`src/hw/vwrite_pkg.sv`:
```
package vwrite_pkg;

   // datapath and databus word width
   localparam int DEF_DATA_W = 32;

   // buffer is word addressed, top bit selects the ping-pong half
   localparam int DEF_ADDR_W = 8;

   localparam int DEF_AXI_ADDR_W = 32;

   // burst length and block word count
   localparam int DEF_LEN_W = 8;

   // period and duty counters of the store generator
   localparam int DEF_PERIOD_W = 6;

   localparam int DEF_DELAY_W = 6;

   // byte step of one databus beat
   localparam int BYTES_PER_WORD = DEF_DATA_W / 8;

endpackage

```
`src/hw/vwrite_stream_if.sv`:
```
`timescale 1ns/1ps

interface vwrite_stream_if #(
   parameter int DATA_W = vwrite_pkg::DEF_DATA_W
) ();

   logic              valid;
   logic              ready;
   logic [DATA_W-1:0] data;
   // marks the final word of the drain block
   logic              last_word;

   modport source (
      output valid,
      output data,
      output last_word,
      input  ready
   );

   modport sink (
      input  valid,
      input  data,
      input  last_word,
      output ready
   );

endinterface

```
`src/hw/burst_writer.sv`:
```
`timescale 1ns/1ps

module burst_writer #(
   parameter int DATA_W     = vwrite_pkg::DEF_DATA_W,
   parameter int AXI_ADDR_W = vwrite_pkg::DEF_AXI_ADDR_W,
   parameter int LEN_W      = vwrite_pkg::DEF_LEN_W
) (
   input  logic                  clk,
   input  logic                  rst,
   input  logic                  run_i,
   input  logic [AXI_ADDR_W-1:0] ext_addr_i,
   input  logic [LEN_W-1:0]      count_i,
   input  logic [LEN_W-1:0]      length_i,
   vwrite_stream_if.sink         in,
   output logic                  databus_valid_o,
   input  logic                  databus_ready_i,
   output logic [AXI_ADDR_W-1:0] databus_addr_o,
   output logic [DATA_W-1:0]     databus_wdata_o,
   output logic [LEN_W-1:0]      databus_len_o,
   input  logic                  databus_last_i,
   output logic                  done_o
);

   import vwrite_pkg::*;

   localparam logic [AXI_ADDR_W-1:0] WORD_BYTES = AXI_ADDR_W'(BYTES_PER_WORD);

   logic [LEN_W-1:0]      remaining;
   logic [LEN_W-1:0]      cur_len;
   logic [AXI_ADDR_W-1:0] burst_addr;
   logic                  active;
   logic                  beat;
   logic                  burst_end;

   // remaining only moves at a burst end, so len stays put within a burst
   assign cur_len = (length_i < remaining) ? length_i : remaining;

   assign databus_valid_o = active && in.valid;
   assign in.ready        = active && databus_ready_i;
   assign databus_addr_o  = burst_addr;
   assign databus_len_o   = cur_len;
   assign databus_wdata_o = in.data;

   assign beat      = databus_valid_o && databus_ready_i;
   assign burst_end = beat && databus_last_i;

   always_ff @(posedge clk or posedge rst) begin
      if (rst) begin
         active     <= 1'b0;
         done_o     <= 1'b1;
         remaining  <= '0;
         burst_addr <= '0;
      end else if (run_i) begin
         active     <= 1'b1;
         done_o     <= 1'b0;
         remaining  <= count_i;
         burst_addr <= ext_addr_i;
      end else if (burst_end) begin
         remaining  <= remaining - cur_len;
         burst_addr <= burst_addr + AXI_ADDR_W'(cur_len) * WORD_BYTES;
         // block ends with the burst that carries its last word
         if (in.last_word) begin
            active <= 1'b0;
            done_o <= 1'b1;
         end
      end
   end

endmodule

```
`src/flat_wrapper.sv`:
```
// flat-port wrapper written by rule: the top's interface ports become plain ports
module burst_writer_flat import vwrite_pkg::*;
#(
   parameter int DATA_W     = vwrite_pkg::DEF_DATA_W,
   parameter int AXI_ADDR_W = vwrite_pkg::DEF_AXI_ADDR_W,
   parameter int LEN_W      = vwrite_pkg::DEF_LEN_W
)
  (clk, rst, run_i, ext_addr_i, count_i, length_i, databus_valid_o, databus_ready_i, databus_addr_o, databus_wdata_o, databus_len_o, databus_last_i, done_o, in_valid, in_data, in_last_word, in_ready);
  vwrite_stream_if #(.DATA_W(DATA_W)) in_i ();
  input  logic clk;
  input  logic rst;
  input  logic run_i;
  input  logic [AXI_ADDR_W-1:0] ext_addr_i;
  input  logic [LEN_W-1:0] count_i;
  input  logic [LEN_W-1:0] length_i;
  output logic databus_valid_o;
  input  logic databus_ready_i;
  output logic [AXI_ADDR_W-1:0] databus_addr_o;
  output logic [DATA_W-1:0] databus_wdata_o;
  output logic [LEN_W-1:0] databus_len_o;
  input  logic databus_last_i;
  output logic done_o;
  input wire logic [$bits(in_i.valid)-1:0] in_valid;
  input wire logic [$bits(in_i.data)-1:0] in_data;
  input wire logic [$bits(in_i.last_word)-1:0] in_last_word;
  output wire logic [$bits(in_i.ready)-1:0] in_ready;
  assign in_i.valid = in_valid;
  assign in_i.data = in_data;
  assign in_i.last_word = in_last_word;
  assign in_ready = in_i.ready;
  burst_writer #(.DATA_W(DATA_W), .AXI_ADDR_W(AXI_ADDR_W), .LEN_W(LEN_W)) u_core (.clk(clk), .rst(rst), .run_i(run_i), .ext_addr_i(ext_addr_i), .count_i(count_i), .length_i(length_i), .in(in_i), .databus_valid_o(databus_valid_o), .databus_ready_i(databus_ready_i), .databus_addr_o(databus_addr_o), .databus_wdata_o(databus_wdata_o), .databus_len_o(databus_len_o), .databus_last_i(databus_last_i), .done_o(done_o));
endmodule
```
`config.mk`:
```
export PLATFORM = sky130hd
export DESIGN_NAME = burst_writer_flat
export DESIGN_NICKNAME = d
export VERILOG_FILES = /design/src/hw/vwrite_pkg.sv /design/src/hw/vwrite_stream_if.sv /design/src/hw/burst_writer.sv /design/src/flat_wrapper.sv
export SDC_FILE = /design/constraint.sdc
export NUM_CORES = 1
export LEC_CHECK = 0
export BUFFER_PORTS_ARGS = -buffer_cell sky130_fd_sc_hd__buf_2
export CORE_ASPECT_RATIO = 0.5
export CORE_MARGIN = 8
export CORE_UTILIZATION = 35
export CTS_BUF_LIST = sky130_fd_sc_hd__clkbuf_4
export DETAILED_ROUTE_END_ITERATION = 7
export MAX_ROUTING_LAYER = met4
export PLACE_DENSITY = 0.6
export REMOVE_ABC_BUFFERS = 1
export SLEW_MARGIN = 20
export SYNTH_ARGS = -nofsm -noshare
export SYNTH_HDL_FRONTEND = slang
export SYNTH_SLANG_ARGS = --single-unit
```
`constraint.sdc`:
```
create_clock -name clk -period 6.04 [get_ports clk]
set_clock_uncertainty 0.05 [all_clocks]
set_input_delay 0.906 -clock clk [delete_from_list [all_inputs] [get_ports clk]]
set_output_delay 0.906 -clock clk [all_outputs]
set_load 0.02 [all_outputs]
```
==> run_results.csv <==
group,metric,value,unit
synthesis,synth_edf_count,0,
floorplan,die_area,0.0131,mm²
hold_path,min_path_cells,1,
sta,timing.fmax,0.234,GHz
hold_path,hp-class,"reg -> reg",
route,avgViaCountPerCell,4.95,
run_status,status,"finished clean",
global_routing,grt_max_degree,68,
synthesis,synth_seq_cells,42,
clock_tree,cts_buffers,5,
clock_tree,clock-sinks,42,
clock_tree,cts_resized,0,
critical_path,worstSetupStartpointType,"primary input",
clock_tree,cts_root_buffer,"clkbuf_4",
clock_tree,ctsLongestPathBuffers,2,
critical_path,timing.rr.start,"u_core.remaining[1]",
hold_path,hold_end,"u_core.databus_addr_o[1]",
synthesis,yosysTopAreaCell,"dfrtp_1",
floorplan,initial_core_util,35.7,%
layout,areaGrowthSynthToFinish,13.2,%
global_routing,grt_pass1_wl,15800,µm
synthesis,yosys.area.top_type_share,30.7,%
placement,gp_congestion,0.747,
layout,nFillCells,988,
sta,tightest_slew,0.783,ns
clock_tree,cts.clk_slew.worst_paths,0.13,ns
critical_path,critPathKind,"in -> reg",
sta,fin_crit,4.27,ns
placement,portBuffers,97,
layout,nets,567,
floorplan,die_w,154,µm
critical_path,critPathArrivalTime,4.51,ns
route,num_vias,2859,
critical_path,crit_required,6.28,ns
sta,finalHoldViolCount,0,
synthesis,synth_warnings,0,
floorplan,row_count,25,
critical_path,r2r_slack,1.92,ns
clock_tree,htree_num_levels,2,
synthesis,synthesis.area,0.00334,mm²
layout,finalNonFillerCells,578,
synthesis,synth_cells,395,
power,vdd.ir_drop.worst,0.0732,mV
critical_path,cp_common_cell,"o21ai_0",
placement,dp_hpwl,7610,µm
synthesis,yosysSeqAreaShare,31.5,%
placement,dp_cells,570,
power,p_leak,0.00181,µW
synthesis,synth_cell_types,51,
global_routing,antenna_found_initial,0,
sta,tns,0,ns
floorplan,die_h,85.1,µm
sta,maxSlewViolCount,0,
layout,antenna_cells,0,
critical_path,path_delay_family,"compound AO/OA/AOI/OAI gates",
critical_path,slowest_delay,0.46,ns
route,postRouteAntennaNets,0,
clock_tree,cts_hold_buf,0,
global_routing,grt_use_total,15.4,%
global_routing,grt_pass1_vias,2988,
sta,setup_viol,0,
route,routedWlPerCell,16.7,µm
route,wirelength,9670,µm
placement,place_area,0.00370,mm²
hold_path,hp-start,"u_core.databus_addr_o[1]",
critical_path,cp_max_fo,12,
sta,relSlewSlack,47.8,%
critical_path,r2r_end,"u_core.databus_addr_o[22]",
route,dr.pass1.iters,4,
critical_path,reg2regPathDepth,18,
layout,final_common_cell,"buf_2",
power,p_total,980,µW
critical_path,critPathSlowestCell,"or3b_2",
global_routing,grt_overflow_total,0,
clock_tree,cts_tree,"done",
route,dr.first_iter.drc_count,102,
clock_tree,clock_latency,0.36,ns
clock_tree,cts_setup_buffers,0,
layout,design_area,0.00378,mm²
job,drv_cap,0,
route,drt_drc_violations_left,0,
floorplan,coreArea,0.00935,mm²
critical_path,crit_chain,"buf_2, ha_1, o21ai_0, o21ai_0, a21oi_1, buf_4, nand2_1, o21ai_0, ha_1, inv_1, fa_1, nand2b_1, a21oi_1, o41ai_2, buf_4, or3b_2, xor2_1, o21ai_0",
synthesis,async_reset_ff_share,100,%
sta,rsz0062_at_grt,"false",
synthesis,ys.flop_type,"dfrtp_1",
power,p_per_area,259,mW/mm²
layout,final_cell_mix,"buf_2, nand2_1, dfrtp_1, o21ai_0, nor2_1",
synthesis,synth.avg_cell_area,8.46,µm²
floorplan,io_pins,162,
critical_path,path_buf_inv,4,
synthesis,synthTopCellsByArea,"dfrtp_1, ha_1, buf_4, nand2_1, o21ai_0",
critical_path,end_kind,"flop",
sta,fin_crit_sh,70.7,%
layout,drive_above_1_share,27.1,%
## worst max-delay path by stage
stage / start / to / slack (ns) / cells past startpoint
2_1_floorplan: length_i[1] / u_core.databus_addr_o[28] / 0.70 / 14
3_3_place_gp: length_i[1] / u_core.databus_addr_o[22] / 1.44 / 18
3_5_place_dp: length_i[1] / u_core.databus_addr_o[22] / 1.42 / 18
4_1_cts: length_i[1] / u_core.databus_addr_o[22] / 1.78 / 18
5_1_grt: length_i[1] / u_core.databus_addr_o[22] / 1.41 / 18
6_report: length_i[1] / u_core.databus_addr_o[22] / 1.77 / 18
## cells in the mapped netlist, types with 4 or more instances
cell type	count
xor2_1	12
a21oi_1	18
nand2_1	51
mux2_2	6
o211ai_1	4
ha_1	22
dfrtp_1	41
buf_4	32
o21a_1	4
nand3_1	11
nor3_1	8
a211oi_1	6
inv_1	24
a21o_1	10
xnor2_1	19
nor2b_1	4
nor2_1	24
clkbuf_1	12
nand2b_1	6
o21ai_0	35
## state kept, by name, indices dropped and copies added (netlist names)
register and count:
u_core.databus_addr_o 32, u_core.done_o 1, u_core.remaining 8, u_core.active 1
## cell families after synthesis
logic type / synth area share, %
and+or+nand+nor: 18.7
AOI/OAI and AO/OA: 17.3
buffers and inverters: 12.0
DFF: 31.5
xor gates and xnor gates: 8.13
adders and majority gates: 9.44
muxes: 2.92
## power breakdown
group	total, µW	switching [µW]	internal [µW]
Combinational	457	274	183
Sequential	339	29.0	310
Clock	184	98.1	85.8
## per-stage QoR
step                      utilization (%)  hold WS (ns)  worst slack (ns)
final                                40.4         0.469              1.77
after global routing                 40.4         0.485              1.41
after CTS                            40.4         0.473              1.78
after detailed placement             39.6         0.441              1.42
after global placement               39.6         0.434              1.44
after floorplan                         -         0.414             0.697
## final cells by class
class,instances,area [µm²],area share (%)
inverters,24,90.1,2.38
clock inverters,3,40.0,1.06
well taps,121,151,4.00
multi-input cells,282,1890,50.1
clock buffers,5,37.5,0.993
flip-flops and latches,42,1050,27.8
repair buffers,101,515,13.6
## metal layers
layer | vias up | GRT usage [%] | part of all wire [%]
met3 | 7 | 4.97 | 5.7
met2 | 63 | 23.3 | 45
li1 | 1452 | - | -
met1 | 1337 | 19.6 | 48
met5 | - | - | 0
met4 | 0 | 3.27 | 0.81
Note: power is estimated with default switching activity, not from simulation.
