===== src/hw/vwrite_pkg.sv =====
package vwrite_pkg;

   // datapath and databus word width
   localparam int DEF_DATA_W = 32;

   // buffer is word addressed, top bit selects the ping-pong half
   localparam int DEF_ADDR_W = 8;

   localparam int DEF_AXI_ADDR_W = 32;

   // burst length and block word count
   localparam int DEF_LEN_W = 8;

   // period and duty counters of the store generator
   localparam int DEF_PERIOD_W = 6;

   localparam int DEF_DELAY_W = 6;

   // byte step of one databus beat
   localparam int BYTES_PER_WORD = DEF_DATA_W / 8;

endpackage


===== src/hw/vwrite_ctrl.sv =====
`timescale 1ns/1ps

module vwrite_ctrl #(
   parameter int ADDR_W = vwrite_pkg::DEF_ADDR_W
) (
   input  logic              clk,
   input  logic              rst,
   input  logic              run_i,
   input  logic              running_i,
   input  logic              enabled_i,
   input  logic              ping_pong_i,
   input  logic [ADDR_W-1:0] amount_minus_one_i,
   input  logic              store_done_i,
   input  logic              drain_done_i,
   output logic              req_valid_o,
   input  logic              req_ready_i,
   output logic [ADDR_W-1:0] req_addr_o,
   output logic              req_last_o,
   output logic              store_half_o,
   output logic              done_o
);

   logic              half;
   logic              req_active;
   logic              drain_en;
   logic [ADDR_W-1:0] cnt;
   logic              req_fire;

   assign req_fire    = req_active && req_ready_i;
   assign req_valid_o = req_active;
   assign req_last_o  = (cnt == amount_minus_one_i);

   // drain reads the half that is not being stored this run
   assign req_addr_o   = ping_pong_i ? {~half, cnt[ADDR_W-2:0]} : cnt;
   assign store_half_o = half;

   // a disabled drain counts as finished
   assign done_o = store_done_i && (drain_done_i || !drain_en);

   always_ff @(posedge clk or posedge rst) begin
      if (rst) begin
         half <= 1'b0;
      end else if (run_i) begin
         half <= ping_pong_i ? ~half : 1'b0;
      end
   end

   // drain address issue, 0 up to amount_minus_one
   always_ff @(posedge clk or posedge rst) begin
      if (rst) begin
         req_active <= 1'b0;
         drain_en   <= 1'b0;
         cnt        <= '0;
      end else if (run_i) begin
         req_active <= enabled_i;
         drain_en   <= enabled_i;
         cnt        <= '0;
      end else if (!running_i) begin
         req_active <= 1'b0;
      end else if (req_fire) begin
         if (req_last_o) begin
            req_active <= 1'b0;
         end else begin
            cnt <= cnt + 1'b1;
         end
      end
   end

endmodule


===== config.mk =====
export PLATFORM = sky130hd
export DESIGN_NAME = vwrite_ctrl
export DESIGN_NICKNAME = d
export VERILOG_FILES = /design/src/hw/vwrite_pkg.sv /design/src/hw/vwrite_ctrl.sv
export SDC_FILE = /design/constraint.sdc
export NUM_CORES = 1
export LEC_CHECK = 0
export ABC_AREA = 1
export BUFFER_PORTS_ARGS = -buffer_cell sky130_fd_sc_hd__buf_4
export CAP_MARGIN = 15
export CORE_MARGIN = 5
export CORE_UTILIZATION = 50
export CTS_CLUSTER_DIAMETER = 60
export DETAILED_ROUTE_END_ITERATION = 8
export PLACE_DENSITY = 0.78
export SETUP_SLACK_MARGIN = 0.1
export SYNTH_ARGS = -nofsm -noshare
export SYNTH_HDL_FRONTEND = slang
export SYNTH_SLANG_ARGS = --single-unit
export TNS_END_PERCENT = 30

===== constraint.sdc =====
create_clock -name clk -period 1.46 [get_ports clk]
set_input_delay 0.365 -clock clk [delete_from_list [all_inputs] [get_ports clk]]
set_output_delay 0.365 -clock clk [all_outputs]
set_load 0.01 [all_outputs]

==> run_results.csv, run 1 <==
group,metric,value,unit
power_and_ir_drop,fin_total_pwr,737.1,uW
layout,area.growth.synth_to_final,51.12,%
drt,num_vias,1030,
synthesis,synth_top_flop_cell,"dfrtp_1",
global_routing,grt_pass1_wl,3691,um
synthesis,syn_area,952.2,um^2
clock_tree,clock_pin_slew_on_the_worst_setup_and_hold_paths,70,ps
timing,final_worst_slack,-210.0,ps
critical_path,crit_path_end_kind,"output port",
drt,first_iter_violations,20,
layout,post_layout_nonfiller_instances,204,
placement,placement.io_buffers,28,
timing,fmax,0.5988,GHz
synthesis,postSynthAreaPerCell,7.001,um^2
synthesis,yosysTopAreaCellShare,0.2891,
clock_tree,clock_tree.htree_level_count,1,
timing,drv_slew,0,
synthesis,netlist.top_cell.by_area,"dfrtp_1",
drt,route.final.wire_length,2707,um
placement,gp_congestion,0.8592,
synthesis,synth-seq-cells,11,
global_routing,grt_antenna_before_repair,0,
layout,n_antenna_cell,0,
floorplanning,floorplan.core_area,1764,um^2
timing,clock-skew-final,3.372,ps
floorplanning,floorplan.die.width,53.64,um
layout,finish.net_count,198,
timing,final_min_period,1670,ps
critical_path,timing.critical_path.required,1100,ps
placement,placed_cells_incl_taps,191,
placement,detailedPlacementHpwl,1759,um
global_routing,first_global_vias,904,
power_and_ir_drop,vdd_ir_drop_max,0.5395,mV
synthesis,synthMostInstantiatedCell,"nand2_1",
critical_path,timing_worst_setup_path_type,"register to output port",
timing,slew-limit-headroom,0.6973,
synthesis,mappedNetlistNets,154,
drt,avgRoutedWirePerCell,13.27,um
drt,drt_drc_violations_left,0,
synthesis,synth-seq-area-share,0.2891,
clock_tree,inserted_clock_buffers,3,
critical_path,path_max_fanout,3,
timing,worstMarginPinSlew,453.6,ps
floorplanning,chipHeight,53.64,um
run_status,failed_checks,"negative setup slack",
worst_hold_path,min_path_type,"input pin to async pin",
synthesis,synthTopCellsByArea,"dfrtp_1 (29%), nand2_1 (17%), inv_1 (5.9%), buf_4 (5.5%), nor2_1 (5.5%)",
power_and_ir_drop,power_leakage,0.7404,nW
global_routing,gr-total-overflow,0,
timing,setup_viol,3,
critical_path,crit_arrival,1300,ps
layout,postLayoutCoreUtil,0.8156,
global_routing,grt_max_degree,12,
drt,avgViaCountPerCell,5.049,
run_status,status,"finished, violations left",
timing,finalHoldViolations,0,
clock_tree,clockBufferDepth,2,
synthesis,async_flop_share,1.000,
floorplanning,dieArea,2877,um^2
global_routing,track_usage,0.1729,
power_and_ir_drop,cellPowerDensity,512.3,nW/um^2
clock_tree,cts-root-buf,"clkbuf_4",
synthesis,number_of_enable_flip_flop_cells_after_synthesis,0,
timing,tcrit_tclk_final,1.144,
drt,firstDrtPassIters,4,
clock_tree,clk_latency,280,ps
floorplanning,initial_cell_density_of_the_core,0.5397,
clock_tree,cts_num_sinks,11,
run,max_cap_viol_count,0,
timing,rsz0062_at_grt,"yes",
layout,drive_gt1_frac,0.5028,
floorplanning,top_level_ports,29,
clock_tree,tritoncts,"yes",
synthesis,ys_warn_count,0,
drt,route.antenna.remaining_nets,0,
critical_path,cp-start-kind,"register",
clock_tree,cts_hold_buf,0,
synthesis,synth_cells,136,
synthesis,synth_cell_type_count,24,
floorplanning,rows,15,
synthesis,post_synth_most_frequent_cells,"nand2_1 (44), inv_1 (15), nor2_1 (14)",
-- repair_timing --
action                                  in CTS  in global routing
buffers inserted                             5                  5
pin swaps                                    9                 20
gates resized for setup                     11                 28
cloned                                       0                  0
endpoints found under the setup margin      11                 18
-- state kept, by name (all words and copies together) (netlist names) --
signal	count
cnt	8
drain_en	1
req_valid_o	1
store_half_o	1
-- layout make-up --
type	count	area, um^2
sequential	11	276.5
inverter	18	67.56
tap	25	31.28
multi-input combinational	98	631.9
clock buffer	4	26.28
fill	121	325.3
timing repair buffer	48	405.4
-- stage by stage --
| stage | hold slack (ps) | setup TNS, ps | cell area [um^2] | setup slack [ps] |
|---|---|---|---|---|
| 2_1_floorplan | 217.4 | 0 | 952.2 | 121.3 |
| 3_3_place_gp | 390.9 | -4.194 | 1205 | -4.194 |
| 3_5_place_dp | 404.5 | -6.078 | 1205 | -6.078 |
| 4_1_cts | 108.8 | -196.8 | 1281 | -196.8 |
| 5_1_grt | 122.0 | -671.2 | 1439 | -308.5 |
| 6_report | 91.74 | -222.1 | 1439 | -210.0 |
-- final timing paths --
check | depth (start not counted) | end | slack [ps] | from
worst max-delay path | 8 | req_last_o | -210 | cnt[3]
max in group asynchronous | 2 | cnt[1] | 1030 | rst
worst min-delay path | 2 | cnt[5] | 90 | rst
worst max register to register | 8 | cnt[2] | -10 | cnt[1]
worst min register to register | 2 | drain_en | 500 | drain_en
min in group clk | 3 | drain_en | 390 | enabled_i
-- per-layer routing --
metal	wire, um	global-route usage	up-vias
met1	1043	0.1983	490
met3	140	0.04432	2
met4	8	0	0
met5	0	0	-
met2	1513	0.3367	36
li1	-	-	502
-- cell families after synthesis --
logic type / synth area share
xor gates and xnor gates: 0.05519
AOI/OAI and AO/OA: 0.04205
buffers and inverters: 0.1459
DFF: 0.2891
adders and majority gates: 0.01314
and+or+nand+nor: 0.4547
-- power breakdown --
part	total, mW	internal (mW)	switching, mW	leakage (nW)
Combinational	0.196	0.0946	0.101	0.578
Clock	0.217	0.106	0.111	0.0150
Sequential	0.324	0.315	0.00896	0.147
Total	0.737	0.516	0.221	0.740
-- worst max-delay path, stage by stage, from the launching register on --
cell and delay [ps]:
dfrtp_1 410, inv_2 70, nand2_1 50, nand2_1 70
nand2_2 70, nor2_4 130, nand2_2 80, inv_2 50
buf_6 90
-- cells in the final DEF, fill, tap and decap left out, types with 2 or more instances in the layout --
cell type / instances
buf_4: 36
nor2_4: 3
nand2_4: 3
inv_1: 12
nand2_2: 10
dfrtp_1: 10
nand3_4: 3
buf_6: 12
nand4_1: 6
nand2_1: 39
inv_2: 6
nor2_2: 5
clkbuf_4: 3
nor2_1: 10
xnor2_1: 2
o21ai_0: 2
xnor2_2: 3
nand3_1: 3
Power figures use the tool's default switching activity.
==> run 2: changes to the inputs <==
Settings changed: ABC_AREA 1 to default, CORE_UTILIZATION 50 to 47, PLACE_DENSITY 0.78 to 0.77.
==> run_results.csv, run 2 <==
group,metric,value,unit
synthesis,synth_cells,78,
layout,max_flop_register,"cnt",
timing,clock-skew-final,0.3491,ps
drt,first_iter_violations,8,
run_status,failed_checks,"negative setup slack",
synthesis,synthMostInstantiatedCell,"dfrtp_1",
global_routing,grt_antenna_before_repair,0,
floorplanning,floorplan.core_area,1506,um^2
layout,n_antenna_cell,0,
layout,max_reg_flops,8,
clock_tree,clockBufferDepth,2,
critical_path,cp-start-kind,"register",
timing,worstMarginPinSlew,446.5,ps
global_routing,gr-total-overflow,0,
placement,post_dp_cell_area,1021,um^2
drt,route.final.wire_length,2036,um
timing,tcrit_tclk_final,1.261,
synthesis,synth_cell_type_count,29,
synthesis,synth-seq-area-share,0.3667,
timing,rsz0062_at_grt,"yes",
global_routing,first_global_vias,687,
critical_path,worst_path_largest_cell_delay,420,ps
drt,route.met2.wl,1086,um
clock_tree,clock_pin_slew_on_the_worst_setup_and_hold_paths,70,ps
layout,area.growth.synth_to_final,55.83,%
drt,avgViaCountPerCell,5.289,
layout,commonest_cells_after_routing_fill_and_taps_aside,"buf_4 (30), dfrtp_1 (11), buf_6 (9)",
clock_tree,cts_hold_buf,0,
drt,avgRoutedWirePerCell,15.91,um
critical_path,timing.critical_path.required,1100,ps
critical_path,critical-path-top-delay-family,"simple AND/OR/NAND/NOR gates",
layout,final.fill_count,106,
drt,firstDrtPassIters,4,
timing,finalHoldViolations,0,
floorplanning,floorplan.die.width,49.97,um
global_routing,track_usage,0.1725,
synthesis,syn_area,750.7,um^2
timing,slew-limit-headroom,0.7020,
clock_tree,clk_latency,270,ps
critical_path,crit_buf_inv,1,
synthesis,ys_warn_count,0,
drt,met3RoutedLength,140,um
synthesis,netlist.top_cell.by_area,"dfrtp_1",
timing,drv_slew,0,
critical_path,timing_worst_setup_path_type,"register to output port",
power_and_ir_drop,cellPowerDensity,576.3,nW/um^2
floorplanning,rows,14,
synthesis,mappedNetlistNets,96,
floorplanning,initial_cell_density_of_the_core,0.4983,
clock_tree,cts_num_sinks,11,
critical_path,crit_path_end_kind,"output port",
drt,highest_layer,"met4",
layout,finish.instance_area,1170,um^2
global_routing,grt_max_degree,18,
placement,placement.io_buffers,28,
layout,drive_gt1_frac,0.5804,
placement,gp_congestion,0.7450,
floorplanning,top_level_ports,29,
placement,detailedPlacementHpwl,1498,um
timing,setup_viol,10,
synthesis,post_synth_most_frequent_cells,"dfrtp_1 (11), xor2_1 (8), buf_4 (7), nor2_1 (7), inv_1 (6)",
layout,finish.net_count,131,
synthesis,number_of_enable_flip_flop_cells_after_synthesis,0,
critical_path,cp_slowest_cell,"dfrtp_1",
synthesis,synthTopCellsByArea,"dfrtp_1 (37%), xor2_1 (9.3%), buf_4 (7.0%), a2111oi_4 (3.7%), nor2_1 (3.5%)",
drt,drt_drc_violations_left,0,
critical_path,crit_arrival,1480,ps
critical_path,path_max_fanout,2,
clock_tree,cts-root-buf,"clkbuf_4",
run_status,status,"finished, violations left",
floorplanning,chipHeight,49.97,um
placement,pre_cts_slack,-325.9,ps
clock_tree,tritoncts,"yes",
worst_hold_path,min_path_type,"input pin to async pin",
timing,fmax,0.5433,GHz
timing,final_worst_slack,-380.6,ps
synthesis,synth_top_flop_cell,"dfrtp_1",
floorplanning,dieArea,2497,um^2
layout,final_common_cell,"buf_4",
synthesis,yosysTopAreaCellShare,0.3667,
critical_path,crit_chain,"xor2_2 > nor4_4 > and2_4 > buf_6",
run,max_cap_viol_count,0,
global_routing,grt_pass1_wl,3374,um
timing,final_min_period,1841,ps
synthesis,postSynthAreaPerCell,9.625,um^2
drt,routedLengthMet1,794,um
drt,num_vias,677,
drt,route.antenna.remaining_nets,0,
synthesis,synth-seq-cells,11,
power_and_ir_drop,vdd_ir_drop_max,0.5192,mV
clock_tree,clock_tree.htree_level_count,1,
power_and_ir_drop,power_leakage,0.5575,nW
synthesis,async_flop_share,1.000,
clock_tree,inserted_clock_buffers,3,
==> run 2: through the flow <==
step | hold WS, ps | TNS, ps | util | std cells | power, mW
floorplan | 217.4 | -686.3 | - | 78 | 0.3864
finish | 96.00 | -1878 | 0.7766 | 128 | 0.6742
global route | 132.3 | -2410 | 0.7766 | 128 | 0.7170
CTS | 111.8 | -1721 | 0.7458 | 128 | 0.6780
detailed placement | 402.5 | -2594 | 0.6777 | 122 | 0.4517
global placement | 395.1 | -2166 | 0.6777 | 122 | 0.4472
==> run 2: cell type report <==
cell class                      count  area, um^2  share of cell area
Clock buffer                        4       26.28             0.02246
Inverter                            6       22.52             0.01925
Sequential cell                    11       275.3              0.2353
Timing Repair Buffer               39       326.6              0.2791
Multi-Input combinational cell     52       499.2              0.4267
Tap cell                           16       20.02             0.01711
==> run 2: worst paths after layout <==
| check | from | end | slack, ps | cells past startpoint |
|---|---|---|---|---|
| max in group asynchronous | rst | cnt[6] | 1060 | 2 |
| worst min register to register | drain_en | drain_en | 560 | 2 |
| worst max-delay path | cnt[1] | req_last_o | -380 | 4 |
| min in group clk | enabled_i | req_valid_o | 300 | 3 |
| worst min-delay path | rst | drain_en | 100 | 2 |
| worst max register to register | cnt[6] | cnt[7] | -250 | 6 |
==> run 2: cells by family (layout without fill, tap and decap cells) <==
group                      count (synthesis)  after routing  share of synthesized area
and+or+nand+nor                           24             24                     0.1850
buffers and inverters                     15             49                     0.1100
AOI/OAI and AO/OA                         14             14                     0.1600
DFF                                       11             11                     0.3667
xor gates and xnor gates                   9              9                     0.1050
muxes                                      4              4                    0.05667
adders and majority gates                  1              1                    0.01666
==> run 2: report_power, final <==
part	leakage, nW	switching (mW)	internal (mW)
Combinational	0.394	0.0691	0.0745
Clock	0.0150	0.104	0.106
Sequential	0.149	0.00688	0.314
==> run 2: worst reg2reg max path, stage by stage, from the launching register on <==
cell and delay [ps]:
dfrtp_1 420, xor2_2 190, nor4_4 70, buf_4 160
a2111oi_4 420, a31oi_1 130, o21ba_2 210
==> run 2: metal layers <==
metal / vias up / GRT usage
met5: - / 0
met4: 0 / 0.03930
met3: 2 / 0.04217
met2: 31 / 0.2860
met1: 321 / 0.2241
li1: 323 / -
==> run 2: timing repair <==
item / CTS / global route
gates resized for setup: 10 / 12
endpoints found under the setup margin: 10 / 19
pin swaps: 7 / 4
buffers inserted: 2 / 1
endpoints found under the hold margin: 0 / 0
==> run 3: changes to the inputs <==
==> constraint.sdc (replaced) <==
create_clock -name clk -period 1.46 [get_ports clk]
set_input_delay 0.073 -clock clk [delete_from_list [all_inputs] [get_ports clk]]
set_output_delay 0.073 -clock clk [all_outputs]
set_load 0.01 [all_outputs]
==> run_results.csv, run 3 (same netlist as run 2, synthesis figures left out) <==
group,metric,value,unit
run_status,status,"finished, violations left",
run_status,failed_checks,"negative setup slack",
timing,setup_viol,10,
global_routing,grt_pass1_wl,3201,um
timing,final_worst_slack,-235.1,ps
critical_path,cp_slowest_cell,"nor4_4",
placement,placement.io_buffers,28,
layout,max_flop_register,"cnt",
critical_path,timing.critical_path.required,1610,ps
layout,finish.net_count,131,
drt,firstDrtPassIters,4,
floorplanning,chipHeight,49.97,um
clock_tree,cts-root-buf,"clkbuf_4",
floorplanning,floorplan.die.width,49.97,um
critical_path,crit_arrival,1850,ps
global_routing,grt_antenna_before_repair,0,
layout,max_reg_flops,8,
drt,first_iter_violations,8,
timing,drv_slew,0,
layout,finish.instance_area,1132,um^2
power_and_ir_drop,vdd_ir_drop_max,0.5791,mV
placement,detailedPlacementHpwl,1512,um
critical_path,regToRegEndpoint,"cnt[5]",
critical_path,timing.rr.start,"cnt[1]",
drt,route.final.wire_length,1912,um
clock_tree,cts_num_sinks,11,
critical_path,r2r_setup_slack,-240,ps
critical_path,rr_worst_depth,5,
clock_tree,clock_pin_slew_on_the_worst_setup_and_hold_paths,70,ps
timing,rsz0062_at_grt,"yes",
floorplanning,floorplan.core_area,1506,um^2
layout,final.fill_count,108,
global_routing,track_usage,0.1699,
floorplanning,dieArea,2497,um^2
drt,num_vias,674,
critical_path,timing.critical_path.depth,5,
floorplanning,top_level_ports,29,
clock_tree,clk_latency,260,ps
timing,final_layout_worst_hold_slack,18.15,ps
critical_path,timing_worst_setup_path_type,"register to register",
placement,gp_congestion,0.7302,
timing,finalHoldViolations,0,
power_and_ir_drop,power_leakage,0.5469,nW
timing,clock-skew-final,0.2612,ps
critical_path,crit_path_end_kind,"register",
worst_hold_path,min_path_type,"input pin to register",
clock_tree,clock_tree.htree_level_count,1,
layout,area.growth.synth_to_final,50.83,%
critical_path,crit_chain,"xor2_2 > nor4_4 > a21oi_2 > nand4_1 > mux2_4",
drt,drt_drc_violations_left,0,
placement,post_dp_cell_area,1021,um^2
clock_tree,tritoncts,"yes",
floorplanning,rows,14,
layout,final_common_cell,"buf_4",
global_routing,gr-total-overflow,0,
critical_path,cp-startpoint,"cnt[1]",
critical_path,cp-start-kind,"register",
layout,drive_gt1_frac,0.5714,
critical_path,critical-path-top-delay-family,"simple AND/OR/NAND/NOR gates",
timing,worstMarginPinSlew,425.7,ps
critical_path,worst_path_largest_cell_delay,410,ps
global_routing,grt_max_degree,18,
run,max_cap_viol_count,0,
clock_tree,clockBufferDepth,2,
critical_path,path_max_fanout,4,
layout,commonest_cells_after_routing_fill_and_taps_aside,"buf_4 (38), dfrtp_1 (11), xor2_2 (8)",
drt,route.antenna.remaining_nets,0,
critical_path,crit_path_end,"cnt[5]",
critical_path,crit_buf_inv,0,
floorplanning,initial_cell_density_of_the_core,0.4983,
timing,final_min_period,1695,ps
timing,fmax,0.5899,GHz
timing,tcrit_tclk_final,1.161,
clock_tree,inserted_clock_buffers,3,
layout,n_antenna_cell,0,
placement,pre_cts_slack,-219.0,ps
power_and_ir_drop,cellPowerDensity,586.8,nW/um^2
drt,avgViaCountPerCell,5.266,
global_routing,first_global_vias,706,
drt,avgRoutedWirePerCell,14.94,um
timing,slew-limit-headroom,0.7159,
-- run 3: where the power goes --
group / leakage [nW] / internal, mW / total [mW] / switching, mW
logic: 0.383 / 0.0738 / 0.140 / 0.0662
registers: 0.149 / 0.314 / 0.320 / 0.00604
clock network: 0.0150 / 0.106 / 0.205 / 0.0991
total: 0.547 / 0.493 / 0.664 / 0.171
-- run 3: timing repair --
action                                  in CTS  in global routing
setup buffers                                1                  0
hold buffers                                 1                  0
endpoints found under the hold margin       11                  0
gates resized for setup                      3                  7
endpoints found under the setup margin      10                 10
pin swaps                                    2                  4
-- run 3: routing by layer --
metal,vias to the layer above,part of all wire,track usage,wire (um)
li1,323,-,-,-
met1,324,0.40,0.1952,774
met2,25,0.52,0.2924,994
met5,-,0,0,0
met4,0,0.0073,0.05240,14
met3,2,0.067,0.05723,129
-- run 3: worst register-to-register path, stage by stage (launching register included) --
cell and delay, ps:
dfrtp_1 400, xor2_2 160, nor4_4 410, a21oi_2 150, nand4_1 140, mux2_4 320
-- run 3: cell type report --
cell class | count | area, um^2 | area share
flip-flops and latches | 11 | 275.3 | 0.2431
well taps | 16 | 20.02 | 0.01768
repair buffers | 39 | 295.3 | 0.2608
multi-input cells | 52 | 493.0 | 0.4354
inverters | 6 | 22.52 | 0.01989
clock buffers | 4 | 26.28 | 0.02320
-- run 3: per-stage QoR --
step | std cells | power, mW | setup TNS (ps) | util
final | 128 | 0.6645 | -1669 | 0.7517
after global routing | 128 | 0.7115 | -2443 | 0.7517
after CTS | 128 | 0.6642 | -1572 | 0.7193
after detailed placement | 122 | 0.4522 | -1121 | 0.6777
after global placement | 122 | 0.4487 | -934.7 | 0.6777
after floorplan | 78 | 0.3864 | -598.4 | -
-- run 3: worst min-delay path by stage --
stage / from / end / slack, ps / cells past startpoint
after floorplan: rst / cnt[0] / -70 / 1
after global routing: enabled_i / req_valid_o / 10 / 3
after detailed placement: rst / drain_en / 100 / 2
final: enabled_i / req_valid_o / 20 / 3
after global placement: rst / drain_en / 100 / 2
after CTS: enabled_i / req_valid_o / 20 / 3
