<file path="src/hw/vwrite_pkg.sv">
package vwrite_pkg;

   // datapath and databus word width
   localparam int DEF_DATA_W = 32;

   // buffer is word addressed, top bit selects the ping-pong half
   localparam int DEF_ADDR_W = 8;

   localparam int DEF_AXI_ADDR_W = 32;

   // burst length and block word count
   localparam int DEF_LEN_W = 8;

   // period and duty counters of the store generator
   localparam int DEF_PERIOD_W = 6;

   localparam int DEF_DELAY_W = 6;

   // byte step of one databus beat
   localparam int BYTES_PER_WORD = DEF_DATA_W / 8;

endpackage

</file>
<file path="src/hw/vwrite_stream_if.sv">
`timescale 1ns/1ps

interface vwrite_stream_if #(
   parameter int DATA_W = vwrite_pkg::DEF_DATA_W
) ();

   logic              valid;
   logic              ready;
   logic [DATA_W-1:0] data;
   // marks the final word of the drain block
   logic              last_word;

   modport source (
      output valid,
      output data,
      output last_word,
      input  ready
   );

   modport sink (
      input  valid,
      input  data,
      input  last_word,
      output ready
   );

endinterface

</file>
<file path="src/hw/buffer_reader.sv">
`timescale 1ns/1ps

module buffer_reader #(
   parameter int DATA_W = vwrite_pkg::DEF_DATA_W,
   parameter int ADDR_W = vwrite_pkg::DEF_ADDR_W
) (
   input  logic              clk,
   input  logic              rst,
   input  logic              flush_i,
   input  logic              req_valid_i,
   output logic              req_ready_o,
   input  logic [ADDR_W-1:0] req_addr_i,
   input  logic              req_last_i,
   output logic              mem_re_o,
   output logic [ADDR_W-1:0] mem_addr_o,
   input  logic [DATA_W-1:0] mem_data_i,
   vwrite_stream_if.source   out
);

   logic [DATA_W-1:0] skid_data [2];
   logic [1:0]        skid_last;
   logic              wr_ptr;
   logic              rd_ptr;
   logic [1:0]        count;
   logic              inflight;
   logic              inflight_last;
   logic [1:0]        occupancy;
   logic              pop;
   logic              accept;

   // stored words plus the one coming back from the buffer
   assign occupancy = count + {1'b0, inflight};
   assign pop       = out.valid && out.ready;

   assign req_ready_o = !flush_i && ((occupancy < 2'd2) || pop);
   assign accept      = req_valid_i && req_ready_o;
   assign mem_re_o    = accept;
   assign mem_addr_o  = req_addr_i;

   assign out.valid     = (count != 2'd0);
   assign out.data      = skid_data[rd_ptr];
   assign out.last_word = skid_last[rd_ptr];

   always_ff @(posedge clk or posedge rst) begin
      if (rst) begin
         wr_ptr   <= 1'b0;
         rd_ptr   <= 1'b0;
         count    <= 2'd0;
         inflight <= 1'b0;
      end else if (flush_i) begin
         wr_ptr   <= 1'b0;
         rd_ptr   <= 1'b0;
         count    <= 2'd0;
         inflight <= 1'b0;
      end else begin
         inflight <= accept;
         if (inflight) begin
            wr_ptr <= ~wr_ptr;
         end
         if (pop) begin
            rd_ptr <= ~rd_ptr;
         end
         count <= count + {1'b0, inflight} - {1'b0, pop};
      end
   end

   always_ff @(posedge clk) begin
      if (accept) begin
         inflight_last <= req_last_i;
      end
      // capture the buffer word one cycle after its read
      if (inflight) begin
         skid_data[wr_ptr] <= mem_data_i;
         skid_last[wr_ptr] <= inflight_last;
      end
   end

endmodule

</file>
<file path="src/flat_wrapper.sv">
// flat-port wrapper written by rule: the top's interface ports become plain ports
module buffer_reader_flat 
#(
   parameter int DATA_W = vwrite_pkg::DEF_DATA_W,
   parameter int ADDR_W = vwrite_pkg::DEF_ADDR_W
)
  (clk, rst, flush_i, req_valid_i, req_ready_o, req_addr_i, req_last_i, mem_re_o, mem_addr_o, mem_data_i, out_valid, out_data, out_last_word, out_ready);
  vwrite_stream_if #(.DATA_W(DATA_W)) out_i ();
  input  logic clk;
  input  logic rst;
  input  logic flush_i;
  input  logic req_valid_i;
  output logic req_ready_o;
  input  logic [ADDR_W-1:0] req_addr_i;
  input  logic req_last_i;
  output logic mem_re_o;
  output logic [ADDR_W-1:0] mem_addr_o;
  input  logic [DATA_W-1:0] mem_data_i;
  output wire logic [$bits(out_i.valid)-1:0] out_valid;
  output wire logic [$bits(out_i.data)-1:0] out_data;
  output wire logic [$bits(out_i.last_word)-1:0] out_last_word;
  input wire logic [$bits(out_i.ready)-1:0] out_ready;
  assign out_valid = out_i.valid;
  assign out_data = out_i.data;
  assign out_last_word = out_i.last_word;
  assign out_i.ready = out_ready;
  buffer_reader #(.DATA_W(DATA_W), .ADDR_W(ADDR_W)) u_core (.clk(clk), .rst(rst), .flush_i(flush_i), .req_valid_i(req_valid_i), .req_ready_o(req_ready_o), .req_addr_i(req_addr_i), .req_last_i(req_last_i), .mem_re_o(mem_re_o), .mem_addr_o(mem_addr_o), .mem_data_i(mem_data_i), .out(out_i));
endmodule
</file>
<file path="config.mk">
export PLATFORM = sky130hd
export DESIGN_NAME = buffer_reader_flat
export DESIGN_NICKNAME = d
export VERILOG_FILES = /design/src/hw/vwrite_pkg.sv /design/src/hw/vwrite_stream_if.sv /design/src/hw/buffer_reader.sv /design/src/flat_wrapper.sv
export SDC_FILE = /design/constraint.sdc
export NUM_CORES = 1
export LEC_CHECK = 0
export BUFFER_PORTS_ARGS = -buffer_cell sky130_fd_sc_hd__clkbuf_2
export CORE_MARGIN = 4
export CORE_UTILIZATION = 34
export DETAILED_ROUTE_END_ITERATION = 8
export HOLD_SLACK_MARGIN = 0.03
export MAX_ROUTING_LAYER = met4
export SKIP_CTS_REPAIR_TIMING = 1
export SYNTH_ARGS = -nofsm -noshare
export SYNTH_HDL_FRONTEND = slang
export SYNTH_SLANG_ARGS = --single-unit
export TNS_END_PERCENT = 20
</file>
<file path="constraint.sdc">
create_clock -name clk -period 5.1 [get_ports clk]
set_input_delay 0.765 -clock clk [delete_from_list [all_inputs] [get_ports clk]]
set_output_delay 0.765 -clock clk [all_outputs]
set_load 0.01 [all_outputs]
</file>
==> impl_summary.log, run 1 <==
[metrics] count of yosys warnings during synthesis: 0
[metrics] H-tree level count: 3
[metrics] Slew Limit Fails: 0
[metrics] die outline width: between 90 and 100 µm
[metrics] maximum clock insertion buffer count: 2
[metrics] vias in the first global route: around 1500
[metrics] largest fanout on the critical path: 5
[metrics] min cycle time layout: between 2 and 3 ns
[metrics] total vias in the final route: 1403
[metrics] Avg Synthesized Cell Area: roughly 20 µm²
[metrics] part of the power in combinational logic: 0.229
[metrics] clk slew on worst S/H paths: about 0.07 ns
[metrics] DRC violation total after the first TritonRoute iteration: 33
[metrics] IO Count: 90
[metrics] proportion of total power due to net switching: 0.263
[metrics] highest routed layer: met4
[metrics] number of nets with antenna violations after detailed routing: 0
[metrics] internal power summed over all cells: approximately 1200 µW
[metrics] master cell of the clock root buffer: sky130_fd_sc_hd__clkbuf_8
[metrics] count of fill cells added during filler insertion: between 700 and 800
[metrics] DR vias/cell: approximately 4.4
[metrics] Setup TNS Final: 0 ns
[metrics] Reg power frac: 0.461
[metrics] class of the most critical hold timing path: primary input to asynchronous set/reset pin
[metrics] Residual DRC: 0
[metrics] Cell Pwr Density: 462 mW/mm²
[metrics] Unique masters post-synth: 17
[metrics] area of the placeable core: 0.00781 mm²
[metrics] Num CTS Buffers: 9
[metrics] detailed-routing iteration count for the pre-antenna-repair pass: 4
[metrics] count of mapped cells out of synthesis: around 140
[metrics] total count of hold-check failures in the final report: 0
[metrics] clock sinks: just over 70
[metrics] total length of routed met3 wires: 241 µm
[metrics] overall global routing resource usage: 0.112
[metrics] relative max-transition margin: 0.320
[metrics] post-synthesis register bit count: just over 70
[metrics] number of inserted diodes: 0
[metrics] CP required: roughly 4.3 ns
[metrics] Nets: 260
[metrics] pin slew with the least headroom to its limit: a little over 1 ns
[metrics] Initial Util: 0.354
[metrics] fin crit share: 0.531
[metrics] final core occ: 0.436
[metrics] quantity of I/O buffers inserted on ports: 73
[metrics] switching component of the power: around 410 µW
[metrics] largest net degree at the start of global routing: 34
[metrics] crit end category: output port
[metrics] Clock power frac: 0.310
[metrics] Layout area overhead: 23.1%
[metrics] Clk Latency, worst-skew pair: approximately 0.34 ns
[metrics] post-route clock skew: ~0.0065 ns
[metrics] pre-CTS setup slack: ~2.5 ns
[metrics] wire length after detailed routing: between 4000 and 5000 µm
[metrics] CP Class: flop to output port
[metrics] CTS tree: yes
[metrics] share of the yosys chip area belonging to registers: 0.774
[metrics] detailed-route wire length per cell: ~15 µm
[metrics] Worst setup SP type: flop
[metrics] final RePlAce weighted congestion: 0.718
[metrics] number of setup violations in the final report: 0
[metrics] ratio of cells with drive above 1 in the final layout: 0.581
[metrics] Detail Route met2 WL: approximately 2600 µm
[metrics] unrepaired setup endpoints after global routing: false
[metrics] Congestion Overflow GR: 0
[metrics] sum of routed wire segments on met1: roughly 1900 µm
[metrics] outcome: finished, final reports clean
[metrics] Mapped Area: between 0.002 and 0.003 mm²
[metrics] total half-perimeter wirelength after legalization and detailed placement: ~3200 µm
[metrics] Crit path arrival time: just under 2 ns
[metrics] maximum clock rate: about 370 MHz
[metrics] cell leakage power: between 0.001 and 0.0015 µW
[metrics] number of placement rows: 32
[metrics] Max Cap Viol: 0
[metrics] peak supply drop: approximately 0.24 mV
[metrics] vertical die dimension: around 98 µm
[metrics] first-pass GRT wire length: ~7800 µm
[metrics] Total Die Area: 0.00963 mm²
[metrics] number of nets produced by synthesis: around 190
[metrics] number of antenna violations at the first check in global routing: 0
[metrics] Final WS setup: ~2.4 ns
registers in the layout (all words and copies together), names as in the netlist:
name / cells
u_core.inflight: 1
u_core.wr_ptr: 1
u_core.rd_ptr: 1
u_core.skid_data: 64
u_core.skid_last: 2
u_core.inflight_last: 1
u_core.count: 2
path summary, 6_finish.rpt:
check | to | slack [ns] | cells after the start | start
max in group asynchronous | u_core.wr_ptr | 4.62 | 2 | rst
min reg2reg | u_core.skid_last[0] | 0.50 | 0 | u_core.inflight_last
max | mem_re_o | 2.39 | 4 | u_core.inflight
min in group clk | u_core.skid_last[0] | 0.50 | 0 | u_core.inflight_last
max reg2reg | u_core.inflight_last | 3.37 | 3 | u_core.inflight
min | u_core.inflight | 0.29 | 2 | rst
cells in the mapped netlist, drive strengths merged:
master	instances	area share
a211oi	1	0.0027
and2	1	0.0023
mux2	34	0.14
a21oi	1	0.0018
buf	12	0.033
xnor3	1	0.0082
nor2	4	0.0054
nor3b	1	0.0027
inv	3	0.0041
edfxtp	67	0.73
xnor2	1	0.0032
dfrtp	5	0.045
o21a	1	0.0027
a2111oi	2	0.0063
nor2b	2	0.0045
ha	2	0.0091
or2	1	0.0023
power groups by stage:
| stage | Combinational (µW) | Sequential, µW | Clock, µW |
|---|---|---|---|
| after detailed placement | 369 | 738 | 0 |
| after global routing | 394 | 731 | 528 |
| after floorplan | 254 | 732 | 0 |
| after CTS | 371 | 725 | 505 |
| final | 359 | 724 | 487 |
| after global placement | 369 | 737 | 0 |
per-stage QoR:
step	power, µW	instances	area, µm²	hold WS, ns
2_1_floorplan	985	139	2760	0.421
3_3_place_gp	1110	303	3180	0.503
3_5_place_dp	1110	303	3180	0.505
4_1_cts	1600	319	3400	0.279
5_1_grt	1650	319	3400	0.312
6_report	1570	319	3400	0.295
worst max-delay path: stages (launching register included):
cell,delay (ns)
sky130_fd_sc_hd__dfrtp_1,0.40
sky130_fd_sc_hd__ha_1,0.28
sky130_fd_sc_hd__nor3b_1,0.10
sky130_fd_sc_hd__a2111oi_0,0.58
sky130_fd_sc_hd__clkbuf_2,0.24
placed cells by master (no fill, tap or decap), types with 2 or more instances in the layout:
| cell | netlist | final |
|---|---|---|
| sky130_fd_sc_hd__a2111oi_0 | 2 | 2 |
| sky130_fd_sc_hd__bufinv_16 | 0 | 2 |
| sky130_fd_sc_hd__clkbuf_2 | 0 | 73 |
| sky130_fd_sc_hd__clkbuf_8 | 0 | 9 |
| sky130_fd_sc_hd__clkinvlp_4 | 0 | 3 |
| sky130_fd_sc_hd__dfrtp_1 | 5 | 5 |
| sky130_fd_sc_hd__edfxtp_1 | 67 | 67 |
| sky130_fd_sc_hd__ha_1 | 2 | 2 |
| sky130_fd_sc_hd__inv_1 | 3 | 3 |
| sky130_fd_sc_hd__mux2_2 | 34 | 34 |
| sky130_fd_sc_hd__nor2_1 | 4 | 4 |
metal layers:
metal	track usage	up-vias
met5	-	-
met4	0.0714	0
met3	0.0286	12
met2	0.186	35
met1	0.118	682
li1	-	674
area by class of cell:
class                           count  area [µm²]  share of cell area
Timing Repair Buffer               74         373               0.110
Inverter                            3        11.3             0.00331
Sequential cell                    72        2140               0.628
Multi-Input combinational cell     52         533               0.157
Tap cell                          102         128              0.0375
Clock inverter                      7        95.1              0.0280
Clock buffer                        9         124              0.0364
kinds of logic after synthesis:
logic type	count (synthesis)	share of synthesized area
buffers and inverters	15	0.0367
and+or+nand+nor	9	0.0172
AOI/OAI and AO/OA	5	0.0136
xor gates and xnor gates	2	0.0113
adders and majority gates	2	0.00906
muxes	34	0.139
DFF	72	0.774
No activity file was read; power rests on OpenSTA's default activity.
==> inputs of run 2 (changes only) <==
--- a/config.mk
+++ b/config.mk
@@ -5,6 +5,7 @@
 export SDC_FILE = /design/constraint.sdc
 export NUM_CORES = 1
 export LEC_CHECK = 0
+export ABC_AREA = 1
 export BUFFER_PORTS_ARGS = -buffer_cell sky130_fd_sc_hd__clkbuf_2
 export CORE_MARGIN = 4
 export CORE_UTILIZATION = 34
==> constraint.sdc (replaced) <==
create_clock -name clk -period 2.6 [get_ports clk]
set_input_delay 0.39 -clock clk [delete_from_list [all_inputs] [get_ports clk]]
set_output_delay 0.39 -clock clk [all_outputs]
set_load 0.01 [all_outputs]
==> impl_summary.log, run 2 <==
[metrics] outcome: finished, final reports clean (unchanged)
[metrics] overall global routing resource usage: 0.117 (was 0.112)
[metrics] Layout area overhead: 20.9% (was 23.1%)
[metrics] final hold slack: 0.212 ns (was 0.295 ns)
[metrics] fin cells: 406 (was 319)
[metrics] cell leakage power: 0.00150 µW (was 0.00129 µW)
[metrics] placed cell count: 388 (was 303)
[metrics] wire length after detailed routing: 5130 µm (was 4840 µm)
[metrics] first-pass GRT wire length: 8410 µm (was 7850 µm)
[metrics] unrepaired setup endpoints after global routing: false (unchanged)
[metrics] dominant synthesized flop cell: sky130_fd_sc_hd__edfxtp_1 (unchanged)
[metrics] top cells by instance count after synthesis: sky130_fd_sc_hd__nand2_1 (94), sky130_fd_sc_hd__edfxtp_1 (67), sky130_fd_sc_hd__nand2_2 (14), sky130_fd_sc_hd__buf_4 (11), sky130_fd_sc_hd__inv_1 (9) (was sky130_fd_sc_hd__edfxtp_1 (67), sky130_fd_sc_hd__mux2_2 (34), sky130_fd_sc_hd__buf_4 (12), sky130_fd_sc_hd__dfrtp_1 (5), sky130_fd_sc_hd__nor2_1 (4))
[metrics] DR vias/cell: 4.25 (was 4.40)
[metrics] total count of hold-check failures in the final report: 0 (unchanged)
[metrics] Unique masters post-synth: 15 (was 17)
[metrics] Crit path arrival time: 1.53 ns (was 1.94 ns)
[metrics] Congestion Overflow GR: 0 (unchanged)
[metrics] total vias in the final route: 1727 (was 1403)
[metrics] pre-CTS setup slack: 1.04 ns (was 2.49 ns)
[metrics] Clock power frac: 0.237 (was 0.310)
[metrics] leading cell type in the layout, fill and taps excluded: sky130_fd_sc_hd__nand2_1 (was sky130_fd_sc_hd__clkbuf_2)
[metrics] Max Cap Viol: 0 (unchanged)
[metrics] proportion of total power due to net switching: 0.318 (was 0.263)
[metrics] largest cells by area after synthesis: sky130_fd_sc_hd__edfxtp_1 (71%), sky130_fd_sc_hd__nand2_1 (12%), sky130_fd_sc_hd__dfrtp_1 (4.4%), sky130_fd_sc_hd__nand2_2 (3.1%), sky130_fd_sc_hd__buf_4 (2.9%) (was sky130_fd_sc_hd__edfxtp_1 (73%), sky130_fd_sc_hd__mux2_2 (14%), sky130_fd_sc_hd__dfrtp_1 (4.5%), sky130_fd_sc_hd__buf_4 (3.3%), sky130_fd_sc_hd__ha_1 (0.91%))
[metrics] detailed-route wire length per cell: 12.6 µm (was 15.2 µm)
[metrics] crit end category: output port (unchanged)
[metrics] Final Power: 2930 µW (was 1570 µW)
[metrics] largest registers in the final layout: u_core.skid_data: 64 flops, u_core.count: 2 flops, u_core.skid_last: 2 flops (unchanged)
[metrics] total half-perimeter wirelength after legalization and detailed placement: 3460 µm (was 3150 µm)
[metrics] fraction of registers with async set/reset: 0.0694 (unchanged)
[metrics] clk slew on worst S/H paths: 0.07 ns (about the same)
[metrics] die outline width: 99.3 µm (was 98.1 µm)
[metrics] Setup TNS Final: 0 ns (unchanged)
[metrics] library cell with the largest summed area after synthesis: sky130_fd_sc_hd__edfxtp_1 (unchanged)
[metrics] Slew Limit Fails: 0 (unchanged)
[metrics] switching component of the power: 933 µW (was 413 µW)
[metrics] post-route clock skew: 0.00351 ns (was 0.00651 ns)
[metrics] Reg power frac: 0.487 (was 0.461)
[metrics] H-tree level count: 3 (unchanged)
[metrics] Nets: 343 (was 260)
[metrics] Avg Synthesized Cell Area: 12.9 µm² (was 19.9 µm²)
[metrics] DRC violation total after the first TritonRoute iteration: 29 (was 33)
[metrics] share of the yosys chip area belonging to registers: 0.754 (was 0.774)
[metrics] Total Die Area: 0.00986 mm² (was 0.00963 mm²)
[metrics] IO Count: 90 (unchanged)
[metrics] post-synthesis register bit count: 72 (unchanged)
[metrics] vias in the first global route: 1817 (was 1539)
[metrics] number of antenna violations at the first check in global routing: 1 (was 0)
[metrics] CTS tree: yes (unchanged)
[metrics] top cell type's share of synthesized area: 0.710 (was 0.728)
[metrics] Final WS setup: 0.684 ns (was 2.39 ns)
[metrics] class of the most critical hold timing path: primary input to flop (was primary input to asynchronous set/reset pin)
[metrics] Mapped Area: 0.00283 mm² (was 0.00276 mm²)
[metrics] relative max-transition margin: 0.632 (was 0.320)
[metrics] min cycle time layout: 1.92 ns
[metrics] fin crit share: 0.737
[metrics] detailed-routing iteration count for the pre-antenna-repair pass: 4 (unchanged)
[metrics] Cell Pwr Density: 856 mW/mm² (was 462 mW/mm²)
[metrics] Clk Latency, worst-skew pair: 0.33 ns (was 0.34 ns)
[metrics] Initial Util: 0.346 (was 0.354)
[metrics] number of nets with antenna violations after detailed routing: 0 (unchanged)
[metrics] library cell with the highest instance count after synthesis: sky130_fd_sc_hd__nand2_1 (was sky130_fd_sc_hd__edfxtp_1)
[metrics] Worst setup SP type: flop (unchanged)
[metrics] peak supply drop: 0.345 mV (was 0.241 mV)
[metrics] internal power summed over all cells: 2000 µW (was 1160 µW)
[metrics] CP required: 2.21 ns (was 4.34 ns)
[metrics] Num CTS Buffers: 9 (unchanged)
[metrics] largest register by flop count: u_core.skid_data (unchanged)
[metrics] largest fanout on the critical path: 4 (was 5)
[metrics] Residual DRC: 0 (unchanged)
[metrics] ratio of cells with drive above 1 in the final layout: 0.360 (was 0.581)
[metrics] part of the power in combinational logic: 0.276 (was 0.229)
[metrics] quantity of I/O buffers inserted on ports: 73 (unchanged)
[metrics] maximum clock rate: 522 MHz
[metrics] final RePlAce weighted congestion: 0.751 (was 0.718)
[metrics] clock sinks: 72 (unchanged)
[metrics] number of nets produced by synthesis: 268 (was 187)
[metrics] area of the placeable core: 0.00818 mm² (was 0.00781 mm²)
[metrics] number of setup violations in the final report: 0 (unchanged)
[metrics] count of mapped cells out of synthesis: 220 (was 139)
[metrics] pin slew with the least headroom to its limit: 0.551 ns (was 1.02 ns)
[metrics] largest net degree at the start of global routing: 35 (was 34)
[metrics] flip-flop count of the largest register, all copies and words added: 64 (unchanged)
[metrics] number of placement rows: 33 (was 32)
[metrics] Post-synth EDFFs: 67 (unchanged)
[metrics] vertical die dimension: 99.3 µm (was 98.1 µm)
[metrics] count of yosys warnings during synthesis: 0 (unchanged)
[metrics] master cell of the clock root buffer: sky130_fd_sc_hd__clkbuf_8 (unchanged)
[metrics] CP Class: flop to output port (unchanged)
[metrics] maximum clock insertion buffer count: 2 (unchanged)
[metrics] top library cells by usage in the layout, fill and taps aside: sky130_fd_sc_hd__nand2_1 (94), sky130_fd_sc_hd__clkbuf_2 (73), sky130_fd_sc_hd__edfxtp_1 (67), sky130_fd_sc_hd__nand2_2 (14) (was sky130_fd_sc_hd__clkbuf_2 (73), sky130_fd_sc_hd__edfxtp_1 (67), sky130_fd_sc_hd__mux2_2 (34), sky130_fd_sc_hd__clkbuf_8 (9), sky130_fd_sc_hd__dfrtp_1 (5))
==> run 2: changes by cell type in the layout (fill, tap and decap cells not counted), moves of 3 or more <==
cell,previous run,this run
sky130_fd_sc_hd__mux2_2,34,0
sky130_fd_sc_hd__buf_4,1,4
sky130_fd_sc_hd__clkinvlp_4,3,0
sky130_fd_sc_hd__nand2_1,0,94
sky130_fd_sc_hd__inv_1,3,9
sky130_fd_sc_hd__nand2_2,0,14
sky130_fd_sc_hd__clkinv_1,1,5
==> run 2: power groups by stage <==
stage	combinational, µW	clock (µW)	sequential (µW)
after floorplan	552	0	1440
after global placement	823	0	1450
after detailed placement	833	0	1450
after CTS	834	725	1430
after global routing	922	778	1440
final	809	696	1430
==> run 2: area by class of cell <==
cell class                      count  area [µm²]
Tap cell                          105         131
Antenna cell                        1        2.50
Clock buffer                        9         124
Clock inverter                      7        28.8
Multi-Input combinational cell    122         529
Sequential cell                    72        2140
Timing Repair Buffer               79         425
Fill cell                         818        4750
Inverter                           11        46.3
==> run 2: path summary, 6_finish.rpt <==
check,startpoint,to,slack [ns],depth (start not counted)
max,u_core.inflight,mem_re_o,0.68,7
min,flush_i,u_core.count[0],0.21,2
max reg2reg,u_core.inflight,u_core.skid_data[0][19],1.17,3
min reg2reg,u_core.inflight_last,u_core.skid_last[0],0.48,0
max in group asynchronous,rst,u_core.count[0],1.96,3
min in group asynchronous,rst,u_core.rd_ptr,0.47,3
==> run 2: cell families (layout without fill, tap and decap cells) <==
| group | after synthesis | count (layout) | share of synthesized area |
|---|---|---|---|
| buffers and inverters | 26 | 106 | 0.0614 |
| adder cells (fa/ha/maj) | 2 | 2 | 0.00883 |
| flip-flops | 72 | 72 | 0.754 |
| AND/OR/NAND/NOR | 118 | 118 | 0.170 |
| other | 0 | 1 | 0 |
| AO/OA/AOI/OAI | 2 | 2 | 0.00486 |
==> run 2: layer usage <==
metal  part of all wire  track usage
met1               0.41        0.122
met2               0.49        0.188
met3              0.080       0.0470
met4              0.024       0.0672
met5                  0            -
==> run 2: worst max-delay path, stage by stage, from the launching register on <==
cell and delay, ns:
sky130_fd_sc_hd__dfrtp_1 0.40, sky130_fd_sc_hd__ha_1 0.23, sky130_fd_sc_hd__nand2_2 0.07, sky130_fd_sc_hd__nand2_2 0.07
sky130_fd_sc_hd__nand2_2 0.07, sky130_fd_sc_hd__nand2_2 0.06, sky130_fd_sc_hd__nor2_1 0.14, sky130_fd_sc_hd__clkbuf_2 0.16
==> run 2: stage by stage <==
step,area [µm²],utilization
2_1_floorplan,2830,-
3_3_place_gp,3260,0.399
3_5_place_dp,3260,0.399
4_1_cts,3410,0.417
5_1_grt,3420,0.419
6_report,3420,0.419
